`config.mk`:
```
export PLATFORM = sky130hd
export DESIGN_NAME = dma_fifo
export DESIGN_NICKNAME = d
export VERILOG_FILES = /design/src/sdmac_pkg.sv /design/src/dma_fifo.sv
export VERILOG_INCLUDE_DIRS = /design/src /design/src/include
export SDC_FILE = /design/constraint.sdc
export NUM_CORES = 1
export LEC_CHECK = 0
export ABC_AREA = 1
export BUFFER_PORTS_ARGS = -buffer_cell sky130_fd_sc_hd__buf_2
export CELL_PAD_IN_SITES_DETAIL_PLACEMENT = 2
export CELL_PAD_IN_SITES_GLOBAL_PLACEMENT = 2
export CORE_MARGIN = 2
export CORE_UTILIZATION = 45
export DETAILED_ROUTE_END_ITERATION = 10
export PLACE_DENSITY = 0.94
export SYNTH_ARGS = -nofsm -noshare
export SYNTH_HDL_FRONTEND = slang
export SYNTH_SLANG_ARGS = --single-unit
```
`constraint.sdc`:
```
create_clock -name clk -period 6.5 [get_ports clk]
set_input_delay 0 -clock clk [delete_from_list [all_inputs] [get_ports clk]]
set_output_delay 0 -clock clk [all_outputs]
set_load 0.02 [all_outputs]
```
`src/include/sdmac_consts.svh`:
```
/* Register map and sizing constants for the SCSI DMA controller
   Register offsets are byte addresses on a 12-bit APB bus */
`ifndef SDMAC_CONSTS_SVH
`define SDMAC_CONSTS_SVH

// FIFO between the SCSI port and the DMA engine
`define SDMAC_FIFO_DEPTH 8

// Register offsets
`define SDMAC_WTC     12'h004
`define SDMAC_CNTR    12'h008
`define SDMAC_ACR     12'h00C
`define SDMAC_ST_DMA  12'h010
`define SDMAC_CLR_INT 12'h018
`define SDMAC_ISTR    12'h01C
`define SDMAC_SP_DMA  12'h03C

// Memory window into the local RAM
`define SDMAC_WIN_BASE  12'h400
`define SDMAC_WIN_WORDS 256

// ISTR bit positions
`define SDMAC_ISTR_FE    0
`define SDMAC_ISTR_FF    1
`define SDMAC_ISTR_INT_P 4
`define SDMAC_ISTR_E_INT 5
`define SDMAC_ISTR_INTS  6
`define SDMAC_ISTR_INT_F 7

// CNTR interrupt enable
`define SDMAC_CNTR_INTEN 2

`endif

```
`src/sdmac_pkg.sv`:
```
/* Shared types for the SCSI DMA subsystem
   RAM index is 8 bits wide so the local RAM holds 256 words */
package sdmac_pkg;

  // Data word on every path
  typedef logic [31:0] word_t;

  // Word index into the local RAM
  typedef logic [7:0] ram_addr_t;

  // APB request from the host
  typedef struct packed {
    logic        psel;
    logic        penable;
    logic        pwrite;
    logic [11:0] paddr;
    word_t       pwdata;
  } apb_req_t;

  // APB response back to the host
  typedef struct packed {
    word_t prdata;
    logic  pready;
    logic  pslverr;
  } apb_rsp_t;

  // RAM request, held until granted
  typedef struct packed {
    logic      valid;
    logic      we;
    ram_addr_t addr;
    word_t     wdata;
  } mem_req_t;

  // RAM read return
  typedef struct packed {
    logic  rvalid;
    word_t rdata;
  } mem_rsp_t;

  // SCSI side input word
  typedef struct packed {
    logic  valid;
    word_t data;
  } scsi_word_t;

endpackage

```
`src/dma_fifo.sv`:
```
/* Synchronous word FIFO between the SCSI port and the DMA engine
   DEPTH must be a power of two, head word falls through on data */
`include "sdmac_consts.svh"

module dma_fifo import sdmac_pkg::*; #(
  parameter int DEPTH = `SDMAC_FIFO_DEPTH
) (
  input  logic       clk,
  input  logic       RESET_,
  input  scsi_word_t scsi_in,
  output logic       scsi_ready,
  input  logic       pop,
  output word_t      data,
  output logic       full,
  output logic       empty
);

  localparam int AW = $clog2(DEPTH);

  word_t          mem [DEPTH];
  logic [AW:0]    wr_ptr, rd_ptr, wr_nxt, rd_nxt;
  logic           push, full_q;

  // Accept a word only while there is room
  assign scsi_ready = !full_q;
  assign push       = scsi_in.valid && !full_q;

  // Extra pointer bit tells full from empty
  assign wr_nxt = push ? wr_ptr + 1'b1 : wr_ptr;
  assign rd_nxt = pop ? rd_ptr + 1'b1 : rd_ptr;

  always_ff @(posedge clk) begin
    if (!RESET_) begin
      wr_ptr <= '0;
      rd_ptr <= '0;
      full_q <= 1'b0;
    end else begin
      wr_ptr <= wr_nxt;
      rd_ptr <= rd_nxt;
      // Full when the pointers differ only in the wrap bit
      full_q <= (wr_nxt[AW] != rd_nxt[AW]) && (wr_nxt[AW-1:0] == rd_nxt[AW-1:0]);
    end
  end

  // Storage
  always_ff @(posedge clk) begin
    if (push)
      mem[wr_ptr[AW-1:0]] <= scsi_in.data;
  end

  assign data  = mem[rd_ptr[AW-1:0]];
  assign full  = full_q;
  assign empty = (wr_ptr == rd_ptr);

  // The engine never pops an empty FIFO
  assert property (@(posedge clk) disable iff (!RESET_) pop |-> !empty)
    else $error("FIFO popped while empty");

endmodule

```
Word level (Yosys, flattened, before mapping):

Memories as Yosys holds them, arrays and structs flattened. A register that Yosys moved wholly into a read port is not among the register bits.
Cells that the tools add are included.
Widths: inputs -> output; s select.

* equality and inequality tests: 3
* multiplexer cells: 5
* reductions and logical operators: 3
* add/sub/neg operators: 2

Operators with widths (number)
* $add 4x1->4 const B: 2
* $mux 4: 2
* $eq 4x4->1: 1
* $eq 3x3->1: 1
* $mux 3: 1
* $logic_and 1x1->1: 2
* $mux 1: 2
* $logic_not 1->1: 1
* $ne 1x1->1: 1

* word-level logic and storage cells: 17
* RAM bits: 256
* input port bits: 36
* flip-flop bits (word level): 9
* memories: 1
* output and inout bits: 35

Memories
* mem: words 8, bits a word 32, read ports 1, clocked after memory_dff 1, write ports 1, RTL line dma_fifo.sv:20 `word_t mem [DEPTH];`

Depth between registers and ports, before layout:

Gate-level depths: netlist (run 1).

* word-level depth: 5
* depth in mapped cells: 10
* depth with buffers taken out: 9

Worst setup path after synthesis (run 1):

No wires, ideal clock.

* path kind: flip-flop to flip-flop
* start point: reg full_q, in the netlist full
* end point: mem mem[0][0] (netlist name), enable pin
* cell stages (with the launch flop): 6
* arrival time: 2.216 ns
* required time: 6.079 ns
* library setup time: 0.421 ns
* setup slack: 3.863 ns
* period minus slack after synthesis: 2.637 ns
* buffers on the path: 0
* cell sequence: dfxtp_1 -> inv_2 -> nand2_1 -> inv_2 -> nand2_1 -> nor2_1

* word-level cells in the longest chain between the ends: 4

Ends and longest elaborated chain
* from (decl): RTL line dma_fifo.sv:22 `logic push, full_q;`
* from (signal assigned): RTL line dma_fifo.sv:41 `full_q <= (wr_nxt[AW] != rd_nxt[AW]) && (wr_nxt[AW-1:0] == rd_nxt[AW-1:0]);`
* $logic_not 1->1
* net scsi_ready: RTL line dma_fifo.sv:11 `output logic scsi_ready,`
* $logic_and 1x1->1: RTL line dma_fifo.sv:26 `assign push = scsi_in.valid && !full_q;`
* $mux 1: RTL line dma_fifo.sv:47 `if (push)`
* $mux 1 (not written as such): RTL line dma_fifo.sv:48 `mem[wr_ptr[AW-1:0]] <= scsi_in.data;`
* to (decl): RTL line dma_fifo.sv:20

The timed path passes the listed nets, and every way through them passes these cells.

==> results of run 1 <==
## final cells by class
cell class | instances | area, sq um | share of cell area, %
clock inverters | 14 | 122.6 | 0.9915
clock buffers | 38 | 799.5 | 6.465
repair buffers | 118 | 798.3 | 6.455
well taps | 313 | 391.6 | 3.167
multi-input cells | 500 | 2318 | 18.75
inverters | 16 | 62.56 | 0.5059
flip-flops and latches | 265 | 7874 | 63.67
## cells by family (layout without fill, tap and decap cells)
group           count (synthesis)  in the layout  synth area share, %
buf+inv                        65            186                3.551
fa+ha+maj                       2              2               0.2383
flops                         265            265                74.94
simple gates                  302            302                11.07
compound gates                196            196                10.20
## final timing paths
path | start | endpoint | slack (ns)
min | scsi_in[32] | full | 0.02
min reg2reg | rd_ptr[3] | rd_ptr[3] | 0.58
max | rd_ptr[0] | data[24] | 3.10
max reg2reg | rd_ptr[0] | full | 3.90
## what timing repair did
action                                  in CTS  in global routing
hold buffers                                35                  0
endpoints found under the setup margin       0                  0
hold endpoints to repair                   265                  0
## through the flow
step | std cells | cell area (sq um) | hold slack (ns) | setup slack (ns)
2_1_floorplan | 830 | 10500 | 0.09887 | 3.863
3_3_place_gp | 1177 | 11090 | 0.2665 | 4.115
3_5_place_dp | 1177 | 11090 | 0.2841 | 3.858
4_1_cts | 1264 | 12370 | 0.009730 | 3.181
5_1_grt | 1264 | 12370 | 0.05090 | 2.981
6_report | 1264 | 12370 | 0.02183 | 3.102
## power by group
group / internal, mW / switching (mW)
Clock: 0.940 / 0.722
Sequential: 1.91 / 0.0224
Combinational: 0.114 / 0.307
## cell usage in the layout, fill, tap and decap left out, types with 2 or more instances in the layout
cell type	instances
edfxtp_1	256
nand2_1	143
nor2_1	136
o21ai_0	93
buf_2	70
o22ai_1	64
o21ai_1	35
dlygate4sd3_1	35
clkbuf_16	29
buf_4	13
inv_1	9
nand3_1	8
nor2_4	8
clkinv_2	7
dfxtp_1	6
inv_2	5
clkbuf_1	5
clkinv_1	4
clkbuf_8	4
a21oi_1	3
nand2_2	3
ha_1	2
bufinv_16	2
dfxtp_2	2
## routing by layer
metal	share of wire, %	track usage, %
met1	39	38.74
met2	51	54.85
met3	6.4	5.179
met4	3.8	12.71
met5	0	0
## tightest hold or removal path: cells and delay by family
kind          cells  cell delay (ns)
simple gates      6             0.43
buf+inv           1             0.10
## flip-flops by register name (all words and copies together) (netlist names)
| register | flops |
|---|---|
| mem | 256 |
| wr_ptr | 4 |
| full | 1 |
| rd_ptr | 4 |
==> summary.md, run 1 <==
| Metric | Value |
|---|---|
| Fill cells | 2137 |
| Avg Cell Area, Syn | between 10 and 15 sq um |
| Status | finished, final reports clean |
| I/O Pins | 71 |
| Post-CTS setup repair buffer count | 0 |
| Max cap viols | 0 |
| Number of synthesized flops with an enable pin | around 260 |
| VDD IR max | about 0.00021 V |
| Pins Over Slew Limit | 0 |
| Post-synth top flop | edfxtp_1 |
| Sequential share of the synthesized area | approximately three quarters |
| DR pass1 iterations | 5 |
| IO Port Bufs | 70 |
| Total track usage | roughly a third |
| Critical path required time | around 6.5 ns |
| Via/cell ratio | between 5 and 6 |
| Core box area | roughly 23000 sq um |
| FF-to-FF path depth | 8 |
| GRT overflow | 0 |
| Critical path launch point type | register |
| Worst hold path type | input pin to register |
| Mapped Area | approximately 10000 sq um |
| Detail Placement HPWL | about 19 mm |
| Cell Pwr Density | 325.1 nW/um^2 |
| Levels on crit path | 7 |
| Skew final | approximately 0.021 ns |
| Diode count | 0 |
| First-pass GRT wire length | around 56 mm |
| Net Count, Synth | 868 |
| Fmax | approximately 300 MHz |
| Worst path cell trace | inv_4 > buf_4 > o21ai_0 > o22ai_1 > nand2_1 > nand2_1 > buf_2 |
| Leak | ~4.4 nW |
| Distinct cells, synth | 25 |
| CP delay by family, top | buffers and inverters |
| Initial DRC Count | 635 |
| Area of the die | approximately 25000 sq um |
| CP max stage cell | buf_4 |
| Max incr delay on CP | 0.79 ns |
| Pwr Total | 4.020 mW |
| Utilization after layout | a little over half |
| Initial Util | a little under half |
| Vias in the first global route | between 8000 and 9000 |
| Slew Limit Headroom | 29.44% |
| Critical path data arrival time | around 3.4 ns |
| DRT Wirelength | approximately 38 mm |
| Setup TNS | 0 ns |
| Layout area overhead | 17.79% |
| Worst hold path depth | 7 |
| Worst-path fanout max | 74 |
| CTS tree | yes |
| Worst Tran Pin Value | 1.058 ns |
| Period minus WS final | approximately 3.4 ns |
| Crit-path most repeated cell | nand2_1 |
| Worst skew pair latency | approximately 0.57 ns |
| Per-cell routed wire length | between 20 and 30 microns |
| Top cell type's share of synthesized area | 73.22% |
| # DRC | 0 |
| CP Class | register to primary output |
| Clock sink count | between 200 and 300 |
| Share of cells above drive strength 1 | between 10% and 20% |
| Synth Instances | 830 |
| Cell taking the most area after synthesis | edfxtp_1 |
| Final setup fails | 0 |
| Final ANT Viol Nets | 0 |
| Period utilization | 52.28% |
| Initial antenna violation count | 0 |
| Rows | 55 |
| Count leader, synth | edfxtp_1 |
| Worst setup EP type | primary output |
| Async S/R FF share, synth | 0% |
| Final Hold Vio Count | 0 |
| Gp weighted congestion | between 0.7 and 0.8 |
| Htree depth | 1 |
| Net count, final | between 900 and 1000 |
| RSZ-0062 raised after global routing | no |
| Area contributors post-synth | edfxtp_1 (73%), nor2_1 (5.1%), nand2_1 (5.1%), o21ai_0 (4.4%), o22ai_1 (3.8%) |
| Seq cells post-synth | approximately 270 |
| Routed via count | 7496 |
| Height of the die | about 160 microns |
| CTS Buf Count | 28 |
| Reg clk slew, reported paths | approximately 0.070 ns |
| Die width | about 160 microns |
| Root Driver | clkbuf_16 |
| CTS max path bufs | 3 |
| Synth Warn # | 0 |
| CP Buf/Inv Count | 3 |
| # resized after CTS | 0 |
| Largest net degree at the start of global routing | between 90 and 100 |
| Top post-synthesis cells by count | edfxtp_1 (256), nor2_1 (144), nand2_1 (143) |
No activity file was read; power rests on OpenSTA's default activity.
==> run 2, diff against run 1 <==
ABC_AREA = 0   (was 1)
CORE_UTILIZATION = 48   (was 45)
PLACE_DENSITY = 0.89   (was 0.94)
clock period = 3.3 ns   (was 6.5 ns; I/O delays follow)
==> run 2 against run 1 <==
  * Core utilization grew 4.3 points
  * Sequential share of layout area is essentially flat
  * Die area shrank 7.2%
==> summary.md, run 2 <==
| Metric | Value |
|---|---|
| Status | finished, final reports clean |
| R2R Path Start | wr_ptr[1] |
| Beginning of the worst hold path | scsi_in[32] |
| Diode count | 0 |
| CTS tree | yes |
| Main combinational cell family by area after synthesis | multiplexers |
| Synth Warn # | 0 |
| VDD IR max | 0.0006103 V |
| Net count, final | 600 |
| Initial Util | 49.19% |
| Area of the multi-input gates | between 2000 and 2500 sq um |
| Period minus WS final | roughly 2.6 ns |
| Rows | 53 |
| Die width | between 150 and 200 microns |
| Max cap viols | 0 |
| Critical path launch point type | register |
| Design area | ~12000 sq um |
| Worst path cell trace | buf_4 > mux4_2 > mux2_4 > buf_2 |
| Async S/R FF share, synth | 0% |
| Sequential share of the synthesized area | between 70% and 80% |
| Compound-Gate Fraction of Synth Area | 0.1206% |
| Distinct cells, synth | 35 |
| Period utilization | ~80% |
| First-pass GRT wire length | ~38 mm |
| Root Driver | clkbuf_16 |
| Core box area | ~21000 sq um |
| Top cell type's share of synthesized area | 74.10% |
| Height of the die | ~150 microns |
| Multiplexer share of the synthesized area | approximately a fifth |
| Utilization after layout | roughly 59% |
| Final ANT Viol Nets | 0 |
| Worst Tran Pin Value | 0.9233 ns |
| Share of cells above drive strength 1 | roughly 39% |
| Commonest non-fill, non-tap cell in the layout | edfxtp_1 |
| Worst setup EP type | primary output |
| XOR/XNOR share of the synthesized area | 1.508% |
| Worst-path fanout max | 61 |
| Detail Placement HPWL | between 15 and 20 mm |
| Total track usage | a little under a quarter |
| CTS max path bufs | 3 |
| Skew final | 0.01081 ns |
| Initial DRC Count | 402 |
| Mapped Area | ~10000 sq um |
| I/O Pins | 71 |
| Avg Cell Area, Syn | 23.85 sq um |
| Cell taking the most area after synthesis | edfxtp_1 |
| CTS Buf Count | 28 |
| Max incr delay on CP | about 0.96 ns |
| Worst hold path type | input pin to register |
| Number of synthesized flops with an enable pin | ~260 |
| Synth Instances | approximately 440 |
| Most frequent cells in the layout | edfxtp_1 (256), buf_2 (70), mux4_2 (60), dlygate4sd3_1 (35), clkbuf_16 (29) |
| Fmax | between 300 and 400 MHz |
| Final setup fails | 0 |
| Setup crit start | rd_ptr[1] |
| Via/cell ratio | 5.759 |
| Seq cells post-synth | 265 |
| DR pass1 iterations | 4 |
| Fill cells | roughly 1700 |
| Gp weighted congestion | ~0.75 |
| Pwr Total | between 7 and 8 mW |
| DRT Wirelength | roughly 26 mm |
| Leak | ~4.1 nW |
| Count leader, synth | edfxtp_1 |
| Placed Area | between 10000 and 15000 sq um |
| CP Class | register to primary output |
| Post-Synth Adder-Cell Area | 0.2412% |
| Vias in the first global route | around 5600 |
| RSZ-0062 raised after global routing | no |
| Post-synth top flop | edfxtp_1 |
| Area of the die | approximately 23000 sq um |
| Post-CTS setup repair buffer count | 0 |
| Top post-synthesis cells by count | edfxtp_1 (256), mux4_2 (60), mux2_4 (28) |
| Per-cell routed wire length | 30.11 microns |
| Slew Limit Headroom | between 30% and 40% |
| Cell Pwr Density | between 600 and 700 nW/um^2 |
| Worst skew pair latency | between 0.5 and 0.6 ns |
| FF/Latch Area | 7876 sq um |
| GRT overflow | 0 |
| Initial antenna violation count | 0 |
| Reg clk slew, reported paths | ~0.06 ns |
| Critical path data arrival time | ~2.6 ns |
| Largest net degree at the start of global routing | 62 |
| Pre-CTS setup slack | a little over 0.9 ns |
| Pins Over Slew Limit | 0 |
| Critical path required time | about 3.3 ns |
| Final Hold Vio Count | 0 |
| Area contributors post-synth | edfxtp_1 (74%), mux4_2 (13%), mux2_4 (4.1%), dfxtp_1 (1.7%), mux4_1 (1.0%) |
| CP max stage cell | dfxtp_4 |
| Layout area overhead | 19.17% |
| Clock sink count | ~270 |
| Max FFs per register | approximately 260 |
| Hold slack | approximately 0.21 ns |
| Net Count, Synth | about 470 |
| IO Port Bufs | 70 |
| Htree depth | 1 |
| Routed via count | 4947 |
| Worst setup margin | around 0.67 ns |
| # DRC | 0 |
| Simple-Gate Fraction of Synth Area | 1.532% |
[run 2: cell types whose count changed after synthesis, sizes merged, moves of 13 or more]
cell   change
nand2    -144
nor2     -142
o21ai    -127
mux4      +64
o22ai     -64
mux2      +32
buf       -16
inv       -13
[run 2: final timing paths]
kind	to	slack [ns]	cells past startpoint
hold / removal	full	0.21	5
setup / recovery	data[25]	0.67	4
hold reg to reg	rd_ptr[0]	0.66	2
setup reg to reg	mem[6][4]	0.96	3
[run 2: where the power goes]
| part | internal (mW) | switching, mW | leakage (nW) |
|---|---|---|---|
| logic | 0.362 | 0.388 | 1.28 |
| registers | 3.78 | 0.0691 | 2.40 |
| clock network | 1.84 | 1.27 | 0.453 |
[run 2: critical path: cells and delay by family, from the launching register on]
kind / cells / cell delay, ns
buf+inv: 2 / 0.50
flops: 1 / 0.96
mux: 2 / 0.61
[run 2: cell type report]
type                    count  area share (%)
flip-flops and latches    265           63.71
multi-input cells         144           19.22
repair buffers            121           6.842
clock buffers              39           6.498
well taps                 275           2.783
clock inverters            13          0.8806
inverters                   2         0.06073
[run 2: cells by family after synthesis]
| family | count (synthesis) |
|---|---|
| and+or+nand+nor | 27 |
| AOI/OAI and AO/OA | 2 |
| DFF | 265 |
| muxes | 100 |
| xor gates and xnor gates | 13 |
| adders and majority gates | 2 |
| buffers and inverters | 26 |
[run 2: timing repair]
| action | CTS | global route |
|---|---|---|
| endpoints found under the hold margin | 265 | 0 |
| hold buffers | 35 | 0 |
| gates resized for setup | 0 | 0 |
[run 2: per-stage QoR]
| step | std cells | setup TNS (ns) |
|---|---|---|
| global route | 859 | 0 |
| global placement | 772 | 0 |
| detailed placement | 772 | 0 |
| floorplan | 435 | -14.09 |
| CTS | 859 | 0 |
| finish | 859 | 0 |
[run 2: per-layer routing]
layer | global-route usage, % | up-vias | share of wire, %
met2 | 40.45 | 151 | 50
met5 | 0 | - | 0
li1 | - | 2084 | -
met4 | 6.121 | 0 | 2.4
met1 | 33.50 | 2675 | 43
met3 | 3.373 | 37 | 4.3
==> run 3, diff against run 2 <==
clock period = 2.6 ns   (was 3.3 ns; I/O delays follow)
==> run 3 against run 2 <==
  * Via count rose by 1.2%
  * Clock skew rose by 0.010 ns
  * Combinational power rose by 33%
  * Sequential cell count did not move
  * Non-clock buffer count rose by 7
  * Critical endpoint is now full
  * Largest cell class unchanged
==> summary.md, run 3 (same netlist as run 2, synthesis figures left out) <==
| Metric | Value |
|---|---|
| Utilization after layout | roughly three fifths |
| Max FFs per register | between 200 and 300 |
| Worst setup EP type | register |
| Cell Count, Final, Fillers Out | 867 |
| Placed Area | roughly 11000 sq um |
| VDD IR max | a little over 0.0007 V |
| Detail Placement HPWL | 16.20 mm |
| Worst Tran Pin Value | 0.6200 ns |
| Status | finished, final reports clean |
| Worst hold path type | input pin to register |
| Clock power frac | 39.4% |
| Cell Pwr Density | a little under 800 nW/um^2 |
| Root Driver | clkbuf_16 |
| Commonest non-fill, non-tap cell in the layout | edfxtp_1 |
| Leak | 4.164 nW |
| Via/cell ratio | around 5.8 |
| CP delay by family, top | simple AND/OR/NAND/NOR gates |
| CTS Buf Count | 28 |
| Worst-path fanout max | 11 |
| Initial Util | 49.19% |
| Critical path required time | 3.04 ns |
| Per-cell routed wire length | 31.49 microns |
| Seq pwr share | roughly 50% |
| Fmax | ~420 MHz |
| Fill cells | 1682 |
| Skew final | between 0.02 and 0.025 ns |
| # resized after CTS | 0 |
| Area of the die | 22800 sq um |
| Clock sink count | ~270 |
| Total track usage | 25.20% |
| Height of the die | around 150 microns |
| Worst skew pair latency | ~0.55 ns |
| IO Port Bufs | 70 |
| Period utilization | between 90% and 100% |
| Reg clk slew, reported paths | roughly 0.060 ns |
| Pre-CTS setup slack | 0.2986 ns |
| Setup TNS | 0 ns |
| Net switching power | between 2 and 2.5 mW |
| DRT Wirelength | between 20 and 30 mm |
| Most frequent cells in the layout | edfxtp_1 (256), buf_2 (70), mux4_2 (60), dlygate4sd3_1 (35) |
| Initial antenna violation count | 1 |
| Critical path data arrival time | 2.82 ns |
| # DRC | 0 |
| Initial DRC Count | approximately 350 |
| Gp weighted congestion | ~0.7 |
| Net count, final | between 600 and 700 |
| RSZ-0062 raised after global routing | no |
| Final ANT Viol Nets | 0 |
| Critical path launch point type | register |
| GRT overflow | 0 |
| Rows | 53 |
| Pins Over Slew Limit | 0 |
| First-pass GRT wire length | 39.92 mm |
| Vias in the first global route | around 5700 |
| Core box area | between 20000 and 25000 sq um |
| Share of cells above drive strength 1 | around two fifths |
| CTS max path bufs | 3 |
| Placed cell count | 778 |
| Worst setup margin | approximately 0.22 ns |
| Pwr Total | just under 10 mW |
| Die width | 151.0 microns |
| CP Class | register to register |
| Slew Limit Headroom | between 50% and 60% |
| Max cap viols | 0 |
| Internal power | 7.420 mW |
| Max incr delay on CP | 0.64 ns |
| Design area | approximately 12000 sq um |
| CTS tree | yes |
| Htree depth | 1 |
| Comb power frac | approximately 10% |
| Layout area overhead | 19.70% |
| CP max stage cell | dfxtp_1 |
| Worst path cell trace | nand3b_1 > nor2_4 > xnor3_1 > and4_1 |
| Final Hold Vio Count | 0 |
| DR pass1 iterations | 4 |
| I/O Pins | around 70 |
| Period minus WS final | 2.380 ns |
| Largest net degree at the start of global routing | 33 |
| Hold slack | 0.1875 ns |
| Final setup fails | 0 |
| Worst reg2reg setup slack | 0.22 ns |
| Routed via count | ~5000 |
| Sw Ratio | between 20% and 30% |
| CP Buf/Inv Count | 0 |
[run 3: worst min-delay path: cells and delay by family]
kind	cells	cell delay (ns)
AND/OR/NAND/NOR	2	0.34
multiplexers	2	0.23
buffers and inverters	1	0.12
[run 3: metal layers]
metal	up-vias	part of all wire, %	global-route usage (%)
met5	-	0	0
li1	2093	-	-
met4	0	1.8	5.841
met1	2721	41	32.68
met3	32	5.0	4.337
met2	162	53	44.84
[run 3: layout make-up]
| cell class | count | area [sq um] | area share (%) |
|---|---|---|---|
| inverters | 2 | 7.507 | 0.06046 |
| repair buffers | 128 | 935.9 | 7.537 |
| clock buffers | 39 | 802.0 | 6.459 |
| multi-input cells | 144 | 2376 | 19.14 |
| clock inverters | 13 | 72.57 | 0.5844 |
| flip-flops and latches | 265 | 7876 | 63.43 |
| well taps | 275 | 344.1 | 2.771 |
| diodes | 1 | 2.502 | 0.02015 |
[run 3: what timing repair did]
| item | in CTS | in global routing |
|---|---|---|
| hold endpoints to repair | 265 | 0 |
| setup endpoints to repair | 0 | 1 |
| buffers inserted | 0 | 1 |
| hold buffers | 35 | 0 |
[run 3: path summary, 6_finish.rpt]
path | from | end | cells after the start
worst min register to register | wr_ptr[3] | wr_ptr[3] | 2
worst min-delay path | scsi_in[32] | full | 5
worst max-delay path | wr_ptr[1] | full | 4
worst max register to register | wr_ptr[1] | full | 4
[run 3: power by group through the flow]
stage	Combinational (mW)	Clock (mW)	Sequential [mW]
floorplan	0.662	0	4.91
global placement	0.876	0	4.94
detailed placement	0.938	0	4.96
CTS	0.994	3.89	4.88
global route	1.06	4.01	4.87
finish	0.999	3.82	4.86
