===== src/include/sdmac_consts.svh =====
/* Register map and sizing constants for the SCSI DMA controller
   Register offsets are byte addresses on a 12-bit APB bus */
`ifndef SDMAC_CONSTS_SVH
`define SDMAC_CONSTS_SVH

// FIFO between the SCSI port and the DMA engine
`define SDMAC_FIFO_DEPTH 8

// Register offsets
`define SDMAC_WTC     12'h004
`define SDMAC_CNTR    12'h008
`define SDMAC_ACR     12'h00C
`define SDMAC_ST_DMA  12'h010
`define SDMAC_CLR_INT 12'h018
`define SDMAC_ISTR    12'h01C
`define SDMAC_SP_DMA  12'h03C

// Memory window into the local RAM
`define SDMAC_WIN_BASE  12'h400
`define SDMAC_WIN_WORDS 256

// ISTR bit positions
`define SDMAC_ISTR_FE    0
`define SDMAC_ISTR_FF    1
`define SDMAC_ISTR_INT_P 4
`define SDMAC_ISTR_E_INT 5
`define SDMAC_ISTR_INTS  6
`define SDMAC_ISTR_INT_F 7

// CNTR interrupt enable
`define SDMAC_CNTR_INTEN 2

`endif


===== src/sdmac_pkg.sv =====
/* Shared types for the SCSI DMA subsystem
   RAM index is 8 bits wide so the local RAM holds 256 words */
package sdmac_pkg;

  // Data word on every path
  typedef logic [31:0] word_t;

  // Word index into the local RAM
  typedef logic [7:0] ram_addr_t;

  // APB request from the host
  typedef struct packed {
    logic        psel;
    logic        penable;
    logic        pwrite;
    logic [11:0] paddr;
    word_t       pwdata;
  } apb_req_t;

  // APB response back to the host
  typedef struct packed {
    word_t prdata;
    logic  pready;
    logic  pslverr;
  } apb_rsp_t;

  // RAM request, held until granted
  typedef struct packed {
    logic      valid;
    logic      we;
    ram_addr_t addr;
    word_t     wdata;
  } mem_req_t;

  // RAM read return
  typedef struct packed {
    logic  rvalid;
    word_t rdata;
  } mem_rsp_t;

  // SCSI side input word
  typedef struct packed {
    logic  valid;
    word_t data;
  } scsi_word_t;

endpackage


===== src/sdmac_regs.sv =====
/* APB register block and memory window master
   Register accesses take two cycles, window accesses wait for the RAM arbiter
   Addresses outside the map complete with pslverr */
`include "sdmac_consts.svh"

module sdmac_regs import sdmac_pkg::*; (
  input  logic       clk,
  input  logic       RESET_,
  input  apb_req_t   apb_req,
  output apb_rsp_t   apb_rsp,
  output logic       st_dma,
  output logic       sp_dma,
  output logic       istr_rd,
  output logic       clr_int,
  output logic       intena,
  output word_t      acr,
  output word_t      wtc,
  input  word_t      eng_addr,
  input  word_t      eng_count,
  input  logic       active,
  input  logic [7:0] istr,
  output mem_req_t   win_req,
  input  logic       win_gnt,
  input  mem_rsp_t   win_rsp
);

  logic  setup, access, in_win, reg_hit, reg_wr, track;
  logic  track_q, win_done_q, win_rd_pend_q;
  word_t cntr_q, acr_q, wtc_q, rd_q, reg_rdata;

  // APB phases
  assign setup  = apb_req.psel && !apb_req.penable;
  assign access = apb_req.psel && apb_req.penable;

  // Window decode covers 256 words above the base
  assign in_win = (apb_req.paddr >= `SDMAC_WIN_BASE) &&
                  (apb_req.paddr < `SDMAC_WIN_BASE + 4 * `SDMAC_WIN_WORDS);
  assign reg_wr = access && apb_req.pwrite && !in_win;

  // One-cycle strobes from the access phase
  assign st_dma  = reg_wr && (apb_req.paddr == `SDMAC_ST_DMA);
  assign sp_dma  = reg_wr && (apb_req.paddr == `SDMAC_SP_DMA);
  assign clr_int = reg_wr && (apb_req.paddr == `SDMAC_CLR_INT);
  // Status snapshot is taken in the setup phase
  assign istr_rd = setup && !apb_req.pwrite && (apb_req.paddr == `SDMAC_ISTR);

  assign intena = cntr_q[`SDMAC_CNTR_INTEN];
  assign acr    = acr_q;
  assign wtc    = wtc_q;

  // Follow the engine while it runs and one cycle after it stops
  assign track = active || track_q;

  always_ff @(posedge clk) begin
    if (!RESET_) begin
      cntr_q  <= '0;
      acr_q   <= '0;
      wtc_q   <= '0;
      track_q <= 1'b0;
    end else begin
      track_q <= active;
      if (track) begin
        acr_q <= eng_addr;
        wtc_q <= eng_count;
      end
      // Host write wins over the engine copy
      if (reg_wr) begin
        case (apb_req.paddr)
          `SDMAC_CNTR: cntr_q <= apb_req.pwdata;
          `SDMAC_ACR:  acr_q  <= apb_req.pwdata;
          `SDMAC_WTC:  wtc_q  <= apb_req.pwdata;
          default: ;
        endcase
      end
    end
  end

  // Register read mux and map check
  always_comb begin
    reg_rdata = '0;
    reg_hit   = 1'b1;
    case (apb_req.paddr)
      `SDMAC_CNTR:    reg_rdata = cntr_q;
      `SDMAC_ACR:     reg_rdata = track ? eng_addr : acr_q;
      `SDMAC_WTC:     reg_rdata = track ? eng_count : wtc_q;
      `SDMAC_ISTR:    reg_rdata = {24'b0, istr};
      `SDMAC_ST_DMA,
      `SDMAC_SP_DMA,
      `SDMAC_CLR_INT: reg_rdata = '0;
      default:        reg_hit   = 1'b0;
    endcase
  end

  // Window request stays up until granted
  assign win_req.valid = access && in_win && !win_done_q && !win_rd_pend_q;
  assign win_req.we    = apb_req.pwrite;
  assign win_req.addr  = ram_addr_t'((apb_req.paddr - `SDMAC_WIN_BASE) >> 2);
  assign win_req.wdata = apb_req.pwdata;

  always_ff @(posedge clk) begin
    if (!RESET_) begin
      win_done_q    <= 1'b0;
      win_rd_pend_q <= 1'b0;
    end else begin
      if (win_req.valid && win_gnt) begin
        // Writes finish next cycle, reads wait for rvalid
        win_done_q    <= apb_req.pwrite;
        win_rd_pend_q <= !apb_req.pwrite;
      end
      if (win_rd_pend_q && win_rsp.rvalid) begin
        win_rd_pend_q <= 1'b0;
        win_done_q    <= 1'b1;
      end
      if (access && in_win && win_done_q)
        win_done_q <= 1'b0;
    end
  end

  // Read data held for the completing access phase
  always_ff @(posedge clk) begin
    if (win_rd_pend_q && win_rsp.rvalid)
      rd_q <= win_rsp.rdata;
  end

  assign apb_rsp.pready  = access && (in_win ? win_done_q : 1'b1);
  assign apb_rsp.pslverr = access && !in_win && !reg_hit;
  assign apb_rsp.prdata  = in_win ? rd_q : reg_rdata;

  // A stalled access phase keeps its request fields until pready
  assert property (@(posedge clk) disable iff (!RESET_)
    (access && !apb_rsp.pready) |=>
      (access && $stable(apb_req.pwrite) && $stable(apb_req.paddr) &&
       $stable(apb_req.pwdata)))
    else $error("APB request changed while waiting for pready");

endmodule


===== config.mk =====
export PLATFORM = sky130hd
export DESIGN_NAME = sdmac_regs
export DESIGN_NICKNAME = d
export VERILOG_FILES = /design/src/sdmac_pkg.sv /design/src/sdmac_regs.sv
export VERILOG_INCLUDE_DIRS = /design/src /design/src/include
export SDC_FILE = /design/constraint.sdc
export NUM_CORES = 1
export LEC_CHECK = 0
export BUFFER_PORTS_ARGS = -buffer_cell sky130_fd_sc_hd__buf_2
export CORE_ASPECT_RATIO = 0.6
export CORE_UTILIZATION = 35
export DETAILED_ROUTE_END_ITERATION = 6
export PLACE_DENSITY = 0.65
export SYNTH_ARGS = -nofsm -noshare
export SYNTH_HDL_FRONTEND = slang
export SYNTH_SLANG_ARGS = --single-unit

===== constraint.sdc =====
create_clock -name clk -period 1.6 [get_ports clk]
set_input_delay 0.16 -clock clk [delete_from_list [all_inputs] [get_ports clk]]
set_output_delay 0.16 -clock clk [all_outputs]
set_load 0.02 [all_outputs]

== Word-level counts from Yosys, hierarchy flattened ==
Index checks and enable logic that the tools add are counted.

* Add/subtract/negate cells: 1
* Order comparisons: 2
* Equality and inequality tests: 7
* Muxes and demuxes: 12
* Bitwise gates (word level): 1
* Reductions and logical operators: 31

{| class="wikitable"
|+ Operator list
! cell !! number
|-
| 32-bit 2-to-1 mux || 7
|-
| 32-bit case mux with 4 select lines || 1
|-
| 12-bit by 5-bit == test with 1-bit output, second input constant || 3
|-
| 12-bit by 4-bit == test with 1-bit output, second input constant || 2
|-
| 1-bit logical AND || 19
|-
| 12-bit by 3-bit == test with 1-bit output, second input constant || 1
|-
| 12-bit by 6-bit == test with 1-bit output, second input constant || 1
|-
| 12-bit by 11-bit greater-or-equal comparator with 1-bit output, second input constant || 1
|-
| 12-bit < comparator, second input constant || 1
|-
| 10-bit by 1-bit subtractor with 10-bit output, second input constant || 1
|-
| 7-bit OR reduction || 1
|-
| 1-bit logical NOT || 6
|-
| 1-bit 2-to-1 mux || 4
|-
| 2-bit OR reduction || 2
|-
| 2-bit AND reduction || 1
|-
| 2-bit nonzero test || 1
|-
| 1-bit logical OR || 1
|-
| 1-bit inverter || 1
|}

* Bits in registers: 131
* Input bits: 156

== Longest topological paths before layout ==
Gate-level depths: netlist (run 1).

* Depth after elaboration: 8
* Mapped depth: 6

== Least setup slack after synthesis (run 1) ==
No wires, ideal clock.

* Path type: input to output
* Start point: input port apb_req[39] (netlist bit)
* End point: output port apb_rsp[2] (netlist bit)
* Data arrival time: 1.583 ns
* Data required time: 1.440 ns
* Path slack: -0.143 ns
* Cell stages on the path: 5
* Buffers on the path: 1
* Cells stage by stage: nor4_4 nand2_1 or3_1 buf_6 o221ai_1

{| class="wikitable"
|+ RTL lines
! element !! line !! text
|-
| start: declaration || sdmac_regs.sv:9 || <nowiki>input apb_req_t apb_req,</nowiki>
|-
| end: declaration || sdmac_regs.sv:10 || <nowiki>output apb_rsp_t apb_rsp,</nowiki>
|}

==> results.sh, run 1 <==
export IMPL_period_needed_ns=2.174
export IMPL_dpl_hpwl_um=15280
export IMPL_core_region_area_mm2=0.01807
export IMPL_synth_seq_cells=131
export IMPL_portBuffers=300
export IMPL_setup_worst_path_start_class="flop"
export IMPL_syn_area_mm2=0.006474
export IMPL_final_setup_worst_slack_ns=-0.5742
export IMPL_cp_end_kind="primary output"
export IMPL_pin_count=301
export IMPL_detail_route_antenna_nets=0
export IMPL_totalWireLength_um=23010
export IMPL_met2WireLength_um=10520
export IMPL_cts_tree="done"
export IMPL_violations="negative setup slack"
export IMPL_track_usage=0.2328
export IMPL_viasPerCell=5.206
export IMPL_grt_max_degree=50
export IMPL_hold_start="win_gnt"
export IMPL_avgSynthCellArea_um2=9.619
export IMPL_hold_path_class="input port to flop"
export IMPL_synth_cell_type_count=40
export IMPL_grt_ovfl_total=0
export IMPL_crit_path_max_fanout=6
export IMPL_synthesis_nets=829
export IMPL_die_area_mm2=0.01906
export IMPL_fp_dieH_um=107.3
export IMPL_clk_insertion_delay_late_ns=0.41
export IMPL_mostFrequentLayoutCells="267 x buf_2, 98 x dfxtp_1, 75 x o21ai_0, 67 x nand2_1, 65 x nand3b_1"
export IMPL_maxCapViolations=0
export IMPL_seq_area_frac_synth=0.4546
export IMPL_cts_path_max_buffers=2
export IMPL_finalHoldViolations=0
export IMPL_ys_flop_type="dfxtp_1"
export IMPL_wl_met1_um=10510
export IMPL_vdd_drop_max_uv=520.8
export IMPL_worstSetupPathType="flop to primary output"
export IMPL_final_common_cell="buf_2"
export IMPL_vias=6497
export IMPL_netlist_area_leader_share=0.3061
export IMPL_finalSetupViolations=34
export IMPL_async_flop_share=0
export IMPL_drive_gt1_frac=0.4782
export IMPL_syn_inst=673
export IMPL_start_util=0.3583
export IMPL_drt_pass1_iter_count=5
export IMPL_worstReg2RegStart="track_q$_SDFF_PN0_"
export IMPL_power_density_mw_per_mm2=893.6
export IMPL_wl_met3_um=1764
export IMPL_row_count=38
export IMPL_critPathLaunch="track_q$_SDFF_PN0_"
export IMPL_diodes=0
export IMPL_clk_pin_slew_ns=0.06
export IMPL_timing_fmax_ghz=0.4599
export IMPL_cp_required_ns=1.44
export IMPL_syn2layout_area_growth_pct=62.50
export IMPL_htree_levels=4
export IMPL_worst_slew_pin_slew_ns=0.3561
export IMPL_synth_top_cell_by_area="dfxtp_1"
export IMPL_finalCritPeriodShare=1.359
export IMPL_clock_skew_ns=0.01442
export IMPL_cts_root_buf="clkbuf_16"
export IMPL_cts_buffers=17
export IMPL_final_nets=1151
export IMPL_grt_pass1_vias=6214
export IMPL_seqCellArea_mm2=0.002944
export IMPL_setup_tns_ns=-17.01
export IMPL_synth_edf_count=32
export IMPL_die_x_um=177.6
export IMPL_antenna_found_initial=1
export IMPL_status="finished with violations"
export IMPL_gp_congestion=0.8854
export IMPL_drtIter0Drc=353
export IMPL_top_layer="met5"
export IMPL_synth_warning_count=0
export IMPL_synth_top_cells_by_area="dfxtp_1 31%, edfxtp_1 15%, mux2i_1 9.9%"
export IMPL_cts_sinks=131
export IMPL_slew_violations=0
export IMPL_fillCellCount=1523
export IMPL_finalPower_w=0.009401
export IMPL_slew_limit_headroom=0.7626
export IMPL_drc=0
export IMPL_grt_pass1_wl_um=33750
export IMPL_multi_input_area_mm2=0.003676
export IMPL_critical_path_arrival_ns=2.01
export IMPL_p_leak_nw=4.348
export IMPL_rsz0062_at_grt="yes"
export IMPL_wl_per_cell_um=18.44
-- critical path, stage by stage, from the launching register on --
cell,delay [ns]
dfxtp_2,0.32
nor2_4,0.16
buf_12,0.18
buf_12,0.12
buf_16,0.14
mux2i_4,0.23
o21a_1,0.17
o221ai_2,0.10
buf_4,0.17
-- cell usage after synthesis, types with 2 or more instances --
cell type and number:
mux2i_1 64, or3_1 2, nor4_4 2, a22o_1 24
o21a_1 8, nand4_2 3, nor2_1 8, nand2_1 67
edfxtp_1 32, nor3_1 2, and2_1 3, nand3b_1 65
o221ai_1 31, clkbuf_1 40, buf_1 8, nand3_1 41
a32oi_1 7, nand2b_1 2, o21ai_1 20, buf_2 7
dfxtp_1 99, o21ai_0 77, buf_4 44
-- per-stage QoR --
step / cells / setup WS (ns) / cell area (um^2) / hold WS (ns) / utilization
finish: 1248 / -0.5742 / 10520 / 0.01994 / 0.5823
global route: 1248 / -0.6777 / 10520 / 0.02404 / 0.5823
CTS: 1242 / -0.5561 / 9829 / 0.006443 / 0.5440
detailed placement: 1163 / -0.1955 / 8373 / 0.3381 / 0.4634
global placement: 1163 / -0.1582 / 8373 / 0.3362 / 0.4634
floorplan: 673 / -0.1428 / 6499 / 0.2589 / -
-- power breakdown --
part	switching [W]	internal (W)	total, W
clock	0.00152	0.00246	0.00398
sequential	0.0000934	0.00350	0.00359
combinational	0.000909	0.000913	0.00182
total	0.00252	0.00688	0.00940
-- final timing paths --
path | to | slack, ns | cells past startpoint
max | apb_rsp[6] | -0.57 | 8
min | win_done_q$_SDFFE_PP0P_ | 0.02 | 3
max reg2reg | wtc[4]$_SDFF_PN0_ | 0.01 | 8
min reg2reg | cntr_q[27]$_SDFFE_PN0P_ | 0.46 | 2
-- logic make-up after synthesis --
logic type             Yosys count  share of synthesized area
AO/OA/AOI/OAI                  172                     0.1739
multiplexers                    64                    0.09896
flip-flops                     131                     0.4546
XOR/XNOR                         1                   0.001353
AND/OR/NAND/NOR                204                     0.1846
buffers and inverters          101                    0.08659
-- metal layers --
| metal | GRT usage | vias to the layer above |
|---|---|---|
| li1 | - | 3111 |
| met4 | 0.04701 | 2 |
| met2 | 0.3725 | 303 |
| met1 | 0.3182 | 3062 |
| met3 | 0.05579 | 19 |
| met5 | 0 | - |
-- area by class of cell --
cell class / count / area share
inverters: 1 / 0.0003568
repair buffers: 403 / 0.2851
well taps: 240 / 0.02854
clock inverters: 12 / 0.01522
multi-input cells: 441 / 0.3494
clock buffers: 20 / 0.04151
flip-flops and latches: 131 / 0.2799
-- state kept, by name, indices dropped and copies added, names as in the netlist --
name and cells:
acr 32, cntr_q 32, rd_q 32, wtc 32
track_q 1, win_done_q 1, win_rd_pend_q 1
-- repair_timing --
action	CTS	global route
hold buffers	33	0
pin swaps	29	25
cloned	6	3
setup buffers	8	3
hold endpoints to repair	33	0
setup endpoints to repair	35	36
resized for setup	77	109
Power figures use the tool's default switching activity.
==> run 2: changes to the inputs <==
--- a/config.mk
+++ b/config.mk
@@ -11,6 +11,7 @@
 export CORE_UTILIZATION = 35
 export DETAILED_ROUTE_END_ITERATION = 6
 export PLACE_DENSITY = 0.65
+export REMOVE_ABC_BUFFERS = 1
 export SYNTH_ARGS = -nofsm -noshare
 export SYNTH_HDL_FRONTEND = slang
 export SYNTH_SLANG_ARGS = --single-unit
==> results.sh, run 2 (synthesis gave the netlist of run 1 again) <==
export IMPL_finalCritPeriodShare=1.345
export IMPL_status="finished with violations"
export IMPL_drc=0
export IMPL_start_util=0.3583
export IMPL_combPwrFrac=0.178
export IMPL_top_layer="met5"
export IMPL_cts_root_buf="clkbuf_16"
export IMPL_maxCapViolations=0
export IMPL_vias=6522
export IMPL_syn2layout_area_growth_pct=53.67
export IMPL_setup_worst_path_start_class="flop"
export IMPL_detail_route_antenna_nets=0
export IMPL_portBuffers=300
export IMPL_cts_tree="done"
export IMPL_dpl_cell_count=1161
export IMPL_worstReg2RegStart="track_q$_SDFF_PN0_"
export IMPL_fin_cells=1243
export IMPL_r2r_worst_path_cells=12
export IMPL_wl_met1_um=10670
export IMPL_die_x_um=177.6
export IMPL_clock_skew_ns=0.01181
export IMPL_finalHoldViolations=0
export IMPL_totalWireLength_um=22730
export IMPL_timing_hold_ws_ns=0.02271
export IMPL_cp_endpoint="apb_rsp[33]"
export IMPL_mostFrequentLayoutCells="278 x buf_2, 98 x dfxtp_1, 76 x o21ai_0, 67 x nand2_1, 65 x nand3b_1"
export IMPL_slew_limit_headroom=0.7206
export IMPL_worstSetupPathType="flop to primary output"
export IMPL_pin_count=301
export IMPL_final_nets=1146
export IMPL_hold_start="active"
export IMPL_met2WireLength_um=10250
export IMPL_dpl_hpwl_um=15150
export IMPL_cts_path_max_buffers=2
export IMPL_p_clk_frac=0.433
export IMPL_htree_levels=4
export IMPL_worst_slew_pin_slew_ns=0.4133
export IMPL_grt_max_degree=55
export IMPL_gp_congestion=0.8181
export IMPL_cp_end_kind="primary output"
export IMPL_track_usage=0.2281
export IMPL_clk_insertion_delay_late_ns=0.40
export IMPL_final_common_cell="buf_2"
export IMPL_slew_violations=0
export IMPL_clk_pin_slew_ns=0.06
export IMPL_fillCellCount=1647
export IMPL_cp_slowest_cell="dfxtp_2"
export IMPL_critPathMaxStageDelay_ns=0.32
export IMPL_hold_path_class="input port to flop"
export IMPL_diodes=0
export IMPL_wl_met3_um=1635
export IMPL_grt_pass1_vias=6134
export IMPL_crit_path_max_fanout=7
export IMPL_fp_dieH_um=107.3
export IMPL_swShare=0.2645
export IMPL_drt_pass1_iter_count=5
export IMPL_critPathBufInv=3
export IMPL_path_cells="nor2_4 > buf_8 > buf_12 > mux2i_2 > o221ai_1 > a22o_1 > buf_2"
export IMPL_cp_required_ns=1.44
export IMPL_grt_pass1_wl_um=33130
export IMPL_finalSetupViolations=34
export IMPL_timing_fmax_ghz=0.4647
export IMPL_antenna_found_initial=2
export IMPL_power_density_mw_per_mm2=924.9
export IMPL_r2r_end="wtc[9]$_SDFF_PN0_"
export IMPL_multi_input_area_mm2=0.003337
export IMPL_grt_ovfl_total=0
export IMPL_core_region_area_mm2=0.01807
export IMPL_place_ws_ns=-0.2374
export IMPL_drtIter0Drc=411
export IMPL_cp_depth=7
export IMPL_viasPerCell=5.247
export IMPL_period_needed_ns=2.152
export IMPL_die_area_mm2=0.01906
export IMPL_p_leak_nw=4.264
export IMPL_wl_per_cell_um=18.28
export IMPL_seqCellArea_mm2=0.002944
export IMPL_critPathTopFamily="buffers and inverters"
export IMPL_setup_tns_ns=-15.92
export IMPL_final_setup_worst_slack_ns=-0.5520
export IMPL_seqPwrFrac=0.389
export IMPL_critical_path_arrival_ns=1.99
export IMPL_cts_sinks=131
export IMPL_cts_buffers=17
export IMPL_switchingPower_w=0.002433
export IMPL_row_count=38
export IMPL_reg2reg_slack_ns=-0.21
export IMPL_violations="negative setup slack"
export IMPL_vdd_drop_max_uv=504.8
export IMPL_critPathLaunch="track_q$_SDFF_PN0_"
export IMPL_rsz0062_at_grt="yes"
export IMPL_drive_gt1_frac=0.4506
export IMPL_p_int_w=0.006768
run 2: layout make-up:
type | instances | share of cell area
clock buffer | 24 | 0.05282
sequential | 131 | 0.2959
clock inverter | 8 | 0.008678
inverter | 1 | 0.0003773
multi-input combinational | 441 | 0.3354
tap | 240 | 0.03018
timing repair buffer | 398 | 0.2766
run 2: power groups by stage:
stage	Clock [W]	Sequential, W	Combinational (W)
2_1_floorplan	0	0.00376	0.000469
3_3_place_gp	0	0.00363	0.00133
3_5_place_dp	0	0.00363	0.00133
4_1_cts	0.00407	0.00357	0.00155
5_1_grt	0.00424	0.00359	0.00175
6_report	0.00398	0.00358	0.00164
run 2: routing by layer:
layer	GRT usage	vias up
met2	0.3619	293
li1	-	3102
met4	0.04274	2
met3	0.05191	15
met1	0.3174	3110
met5	0	-
run 2: through the flow:
| step | utilization | total power, W | instance area (um^2) |
|---|---|---|---|
| final | 0.5506 | 0.009201 | 9948 |
| after CTS | 0.5377 | 0.009187 | 9716 |
| after global routing | 0.5506 | 0.009573 | 9948 |
| after detailed placement | 0.4607 | 0.004968 | 8323 |
| after floorplan | - | 0.004224 | 5917 |
| after global placement | 0.4607 | 0.004958 | 8323 |
run 2: timing repair:
| action | 4_1_cts | 5_1_grt |
|---|---|---|
| hold buffers | 32 | 0 |
| gates resized for setup | 82 | 38 |
| setup buffers | 11 | 5 |
| setup endpoints to repair | 35 | 38 |
| pin swaps | 27 | 4 |
| hold endpoints to repair | 32 | 0 |
| gates cloned | 3 | 1 |
run 2: worst min path at each step:
stage               cells after the start                 end
floorplan                               0   rd_q[0]$_DFFE_PP_
global placement                        1  rd_q[21]$_DFFE_PP_
detailed placement                      1  rd_q[24]$_DFFE_PP_
CTS                                     2  track_q$_SDFF_PN0_
global route                            2  track_q$_SDFF_PN0_
finish                                  2  track_q$_SDFF_PN0_
==> run 3: changes to the inputs <==
--- a/config.mk
+++ b/config.mk
@@ -10,6 +10,7 @@
 export CORE_ASPECT_RATIO = 0.6
 export CORE_UTILIZATION = 35
 export DETAILED_ROUTE_END_ITERATION = 6
+export MAX_ROUTING_LAYER = met4
 export PLACE_DENSITY = 0.65
 export REMOVE_ABC_BUFFERS = 1
 export SYNTH_ARGS = -nofsm -noshare
==> results.sh, run 3 (synthesis gave the netlist of run 1 again) <==
export IMPL_hold_path_class="input port to flop"
export IMPL_portBuffers=300
export IMPL_drc=0
export IMPL_vias=6540
export IMPL_p_clk_frac=0.433
export IMPL_cts_root_buf="clkbuf_16"
export IMPL_cts_sinks=131
export IMPL_core_region_area_mm2=0.01807
export IMPL_htree_levels=4
export IMPL_finalHoldViolations=0
export IMPL_post_route_util=0.5509
export IMPL_grt_ovfl_total=0
export IMPL_cts_buffers=17
export IMPL_clk_pin_slew_ns=0.06
export IMPL_vdd_drop_max_uv=505.3
export IMPL_clock_skew_ns=0.01152
export IMPL_die_x_um=177.6
export IMPL_seqPwrFrac=0.389
export IMPL_antenna_found_initial=2
export IMPL_track_usage=0.2346
export IMPL_fp_dieH_um=107.3
export IMPL_final_nets=1146
export IMPL_totalWireLength_um=22690
export IMPL_slew_violations=0
export IMPL_drt_pass1_iter_count=5
export IMPL_switchingPower_w=0.002436
export IMPL_period_needed_ns=2.152
export IMPL_clk_insertion_delay_late_ns=0.40
export IMPL_critical_path_arrival_ns=1.99
export IMPL_status="finished with violations"
export IMPL_fillCellCount=1647
export IMPL_combPwrFrac=0.178
export IMPL_syn2layout_area_growth_pct=53.75
export IMPL_worst_slew_pin_slew_ns=0.4102
export IMPL_cts_path_max_buffers=2
export IMPL_rsz0062_at_grt="yes"
export IMPL_drive_gt1_frac=0.4506
export IMPL_dpl_hpwl_um=15150
export IMPL_row_count=38
export IMPL_drtIter0Drc=434
export IMPL_die_area_mm2=0.01906
export IMPL_setup_tns_ns=-15.88
export IMPL_swShare=0.2647
export IMPL_finalCritPeriodShare=1.345
export IMPL_viasPerCell=5.253
export IMPL_setup_worst_path_start_class="flop"
export IMPL_final_setup_worst_slack_ns=-0.5515
export IMPL_p_int_w=0.006768
export IMPL_crit_path_max_fanout=7
export IMPL_maxCapViolations=0
export IMPL_final_common_cell="buf_2"
export IMPL_start_util=0.3583
export IMPL_worstSetupPathType="flop to primary output"
export IMPL_finalSetupViolations=34
export IMPL_p_leak_nw=4.264
export IMPL_cts_tree="done"
export IMPL_slew_limit_headroom=0.7227
export IMPL_violations="negative setup slack"
export IMPL_wl_per_cell_um=18.23
export IMPL_pin_count=301
export IMPL_mostFrequentLayoutCells="278 x buf_2, 98 x dfxtp_1, 76 x o21ai_0, 67 x nand2_1, 65 x nand3b_1"
export IMPL_grt_pass1_vias=6125
export IMPL_whs_path_depth=2
export IMPL_detail_route_antenna_nets=0
export IMPL_power_density_mw_per_mm2=924.7
export IMPL_gp_congestion=0.8303
export IMPL_r2r_worst_path_cells=12
export IMPL_cp_end_kind="primary output"
export IMPL_cp_required_ns=1.44
export IMPL_timing_fmax_ghz=0.4648
export IMPL_grt_max_degree=55
export IMPL_grt_pass1_wl_um=33160
[run 3: cell types whose count changed in the layout (fill, tap and decap cells not counted), sizes merged]
cell | previous run | this run
diode | 0 | 2
[run 3: layer usage]
metal | GRT usage | vias up | part of all wire
met5 | - | - | 0
met4 | 0.04274 | 0 | 0.0068
met3 | 0.04767 | 13 | 0.075
met2 | 0.3622 | 315 | 0.45
met1 | 0.3196 | 3108 | 0.47
li1 | - | 3104 | -
[run 3: worst max-delay path, cell delays in order, from the launching register on]
cell,delay (ns)
dfxtp_2,0.32
nor2_4,0.12
buf_8,0.18
buf_12,0.16
mux2i_2,0.25
o221ai_1,0.17
a22o_1,0.22
buf_2,0.15
[run 3: cell type report]
type	count	area (um^2)	area share
Clock inverter	8	86.33	0.008674
Antenna cell	2	5.005	0.0005028
Multi-Input combinational cell	441	3337	0.3353
Clock buffer	24	525.5	0.05280
Inverter	1	3.754	0.0003771
Timing Repair Buffer	398	2751	0.2764
Sequential cell	131	2944	0.2958
Tap cell	240	300.3	0.03017
[run 3: power groups by stage]
stage | logic (W) | clock network (W) | registers (W)
detailed placement | 0.00133 | 0 | 0.00363
finish | 0.00164 | 0.00398 | 0.00358
floorplan | 0.000469 | 0 | 0.00376
CTS | 0.00155 | 0.00407 | 0.00357
global route | 0.00175 | 0.00424 | 0.00359
global placement | 0.00133 | 0 | 0.00363
[run 3: final timing paths]
check / slack (ns) / to / startpoint
worst max-delay path: -0.55 / apb_rsp[17] / track_q$_SDFF_PN0_
worst min-delay path: 0.02 / track_q$_SDFF_PN0_ / active
worst max register to register: -0.21 / wtc[9]$_SDFF_PN0_ / track_q$_SDFF_PN0_
worst min register to register: 0.46 / cntr_q[9]$_SDFFE_PN0P_ / cntr_q[9]$_SDFFE_PN0P_
[run 3: timing repair]
item,4_1_cts,5_1_grt
gates cloned,3,1
endpoints found under the hold margin,32,0
setup endpoints to repair,35,38
hold buffers,32,0
gates resized for setup,82,38
pin swaps,27,4
setup buffers,11,5
[run 3: through the flow]
stage / power, W / std cells / instance area [um^2] / hold WS [ns] / worst slack [ns]
3_3_place_gp: 0.004958 / 1161 / 8323 / 0.3367 / -0.2400
4_1_cts: 0.009187 / 1238 / 9716 / 0.004191 / -0.5553
5_1_grt: 0.009574 / 1245 / 9953 / 0.01862 / -0.6451
6_report: 0.009203 / 1245 / 9953 / 0.02290 / -0.5515
2_1_floorplan: 0.004224 / 573 / 5917 / 0.2589 / -2.135
3_5_place_dp: 0.004968 / 1161 / 8323 / 0.3381 / -0.2374
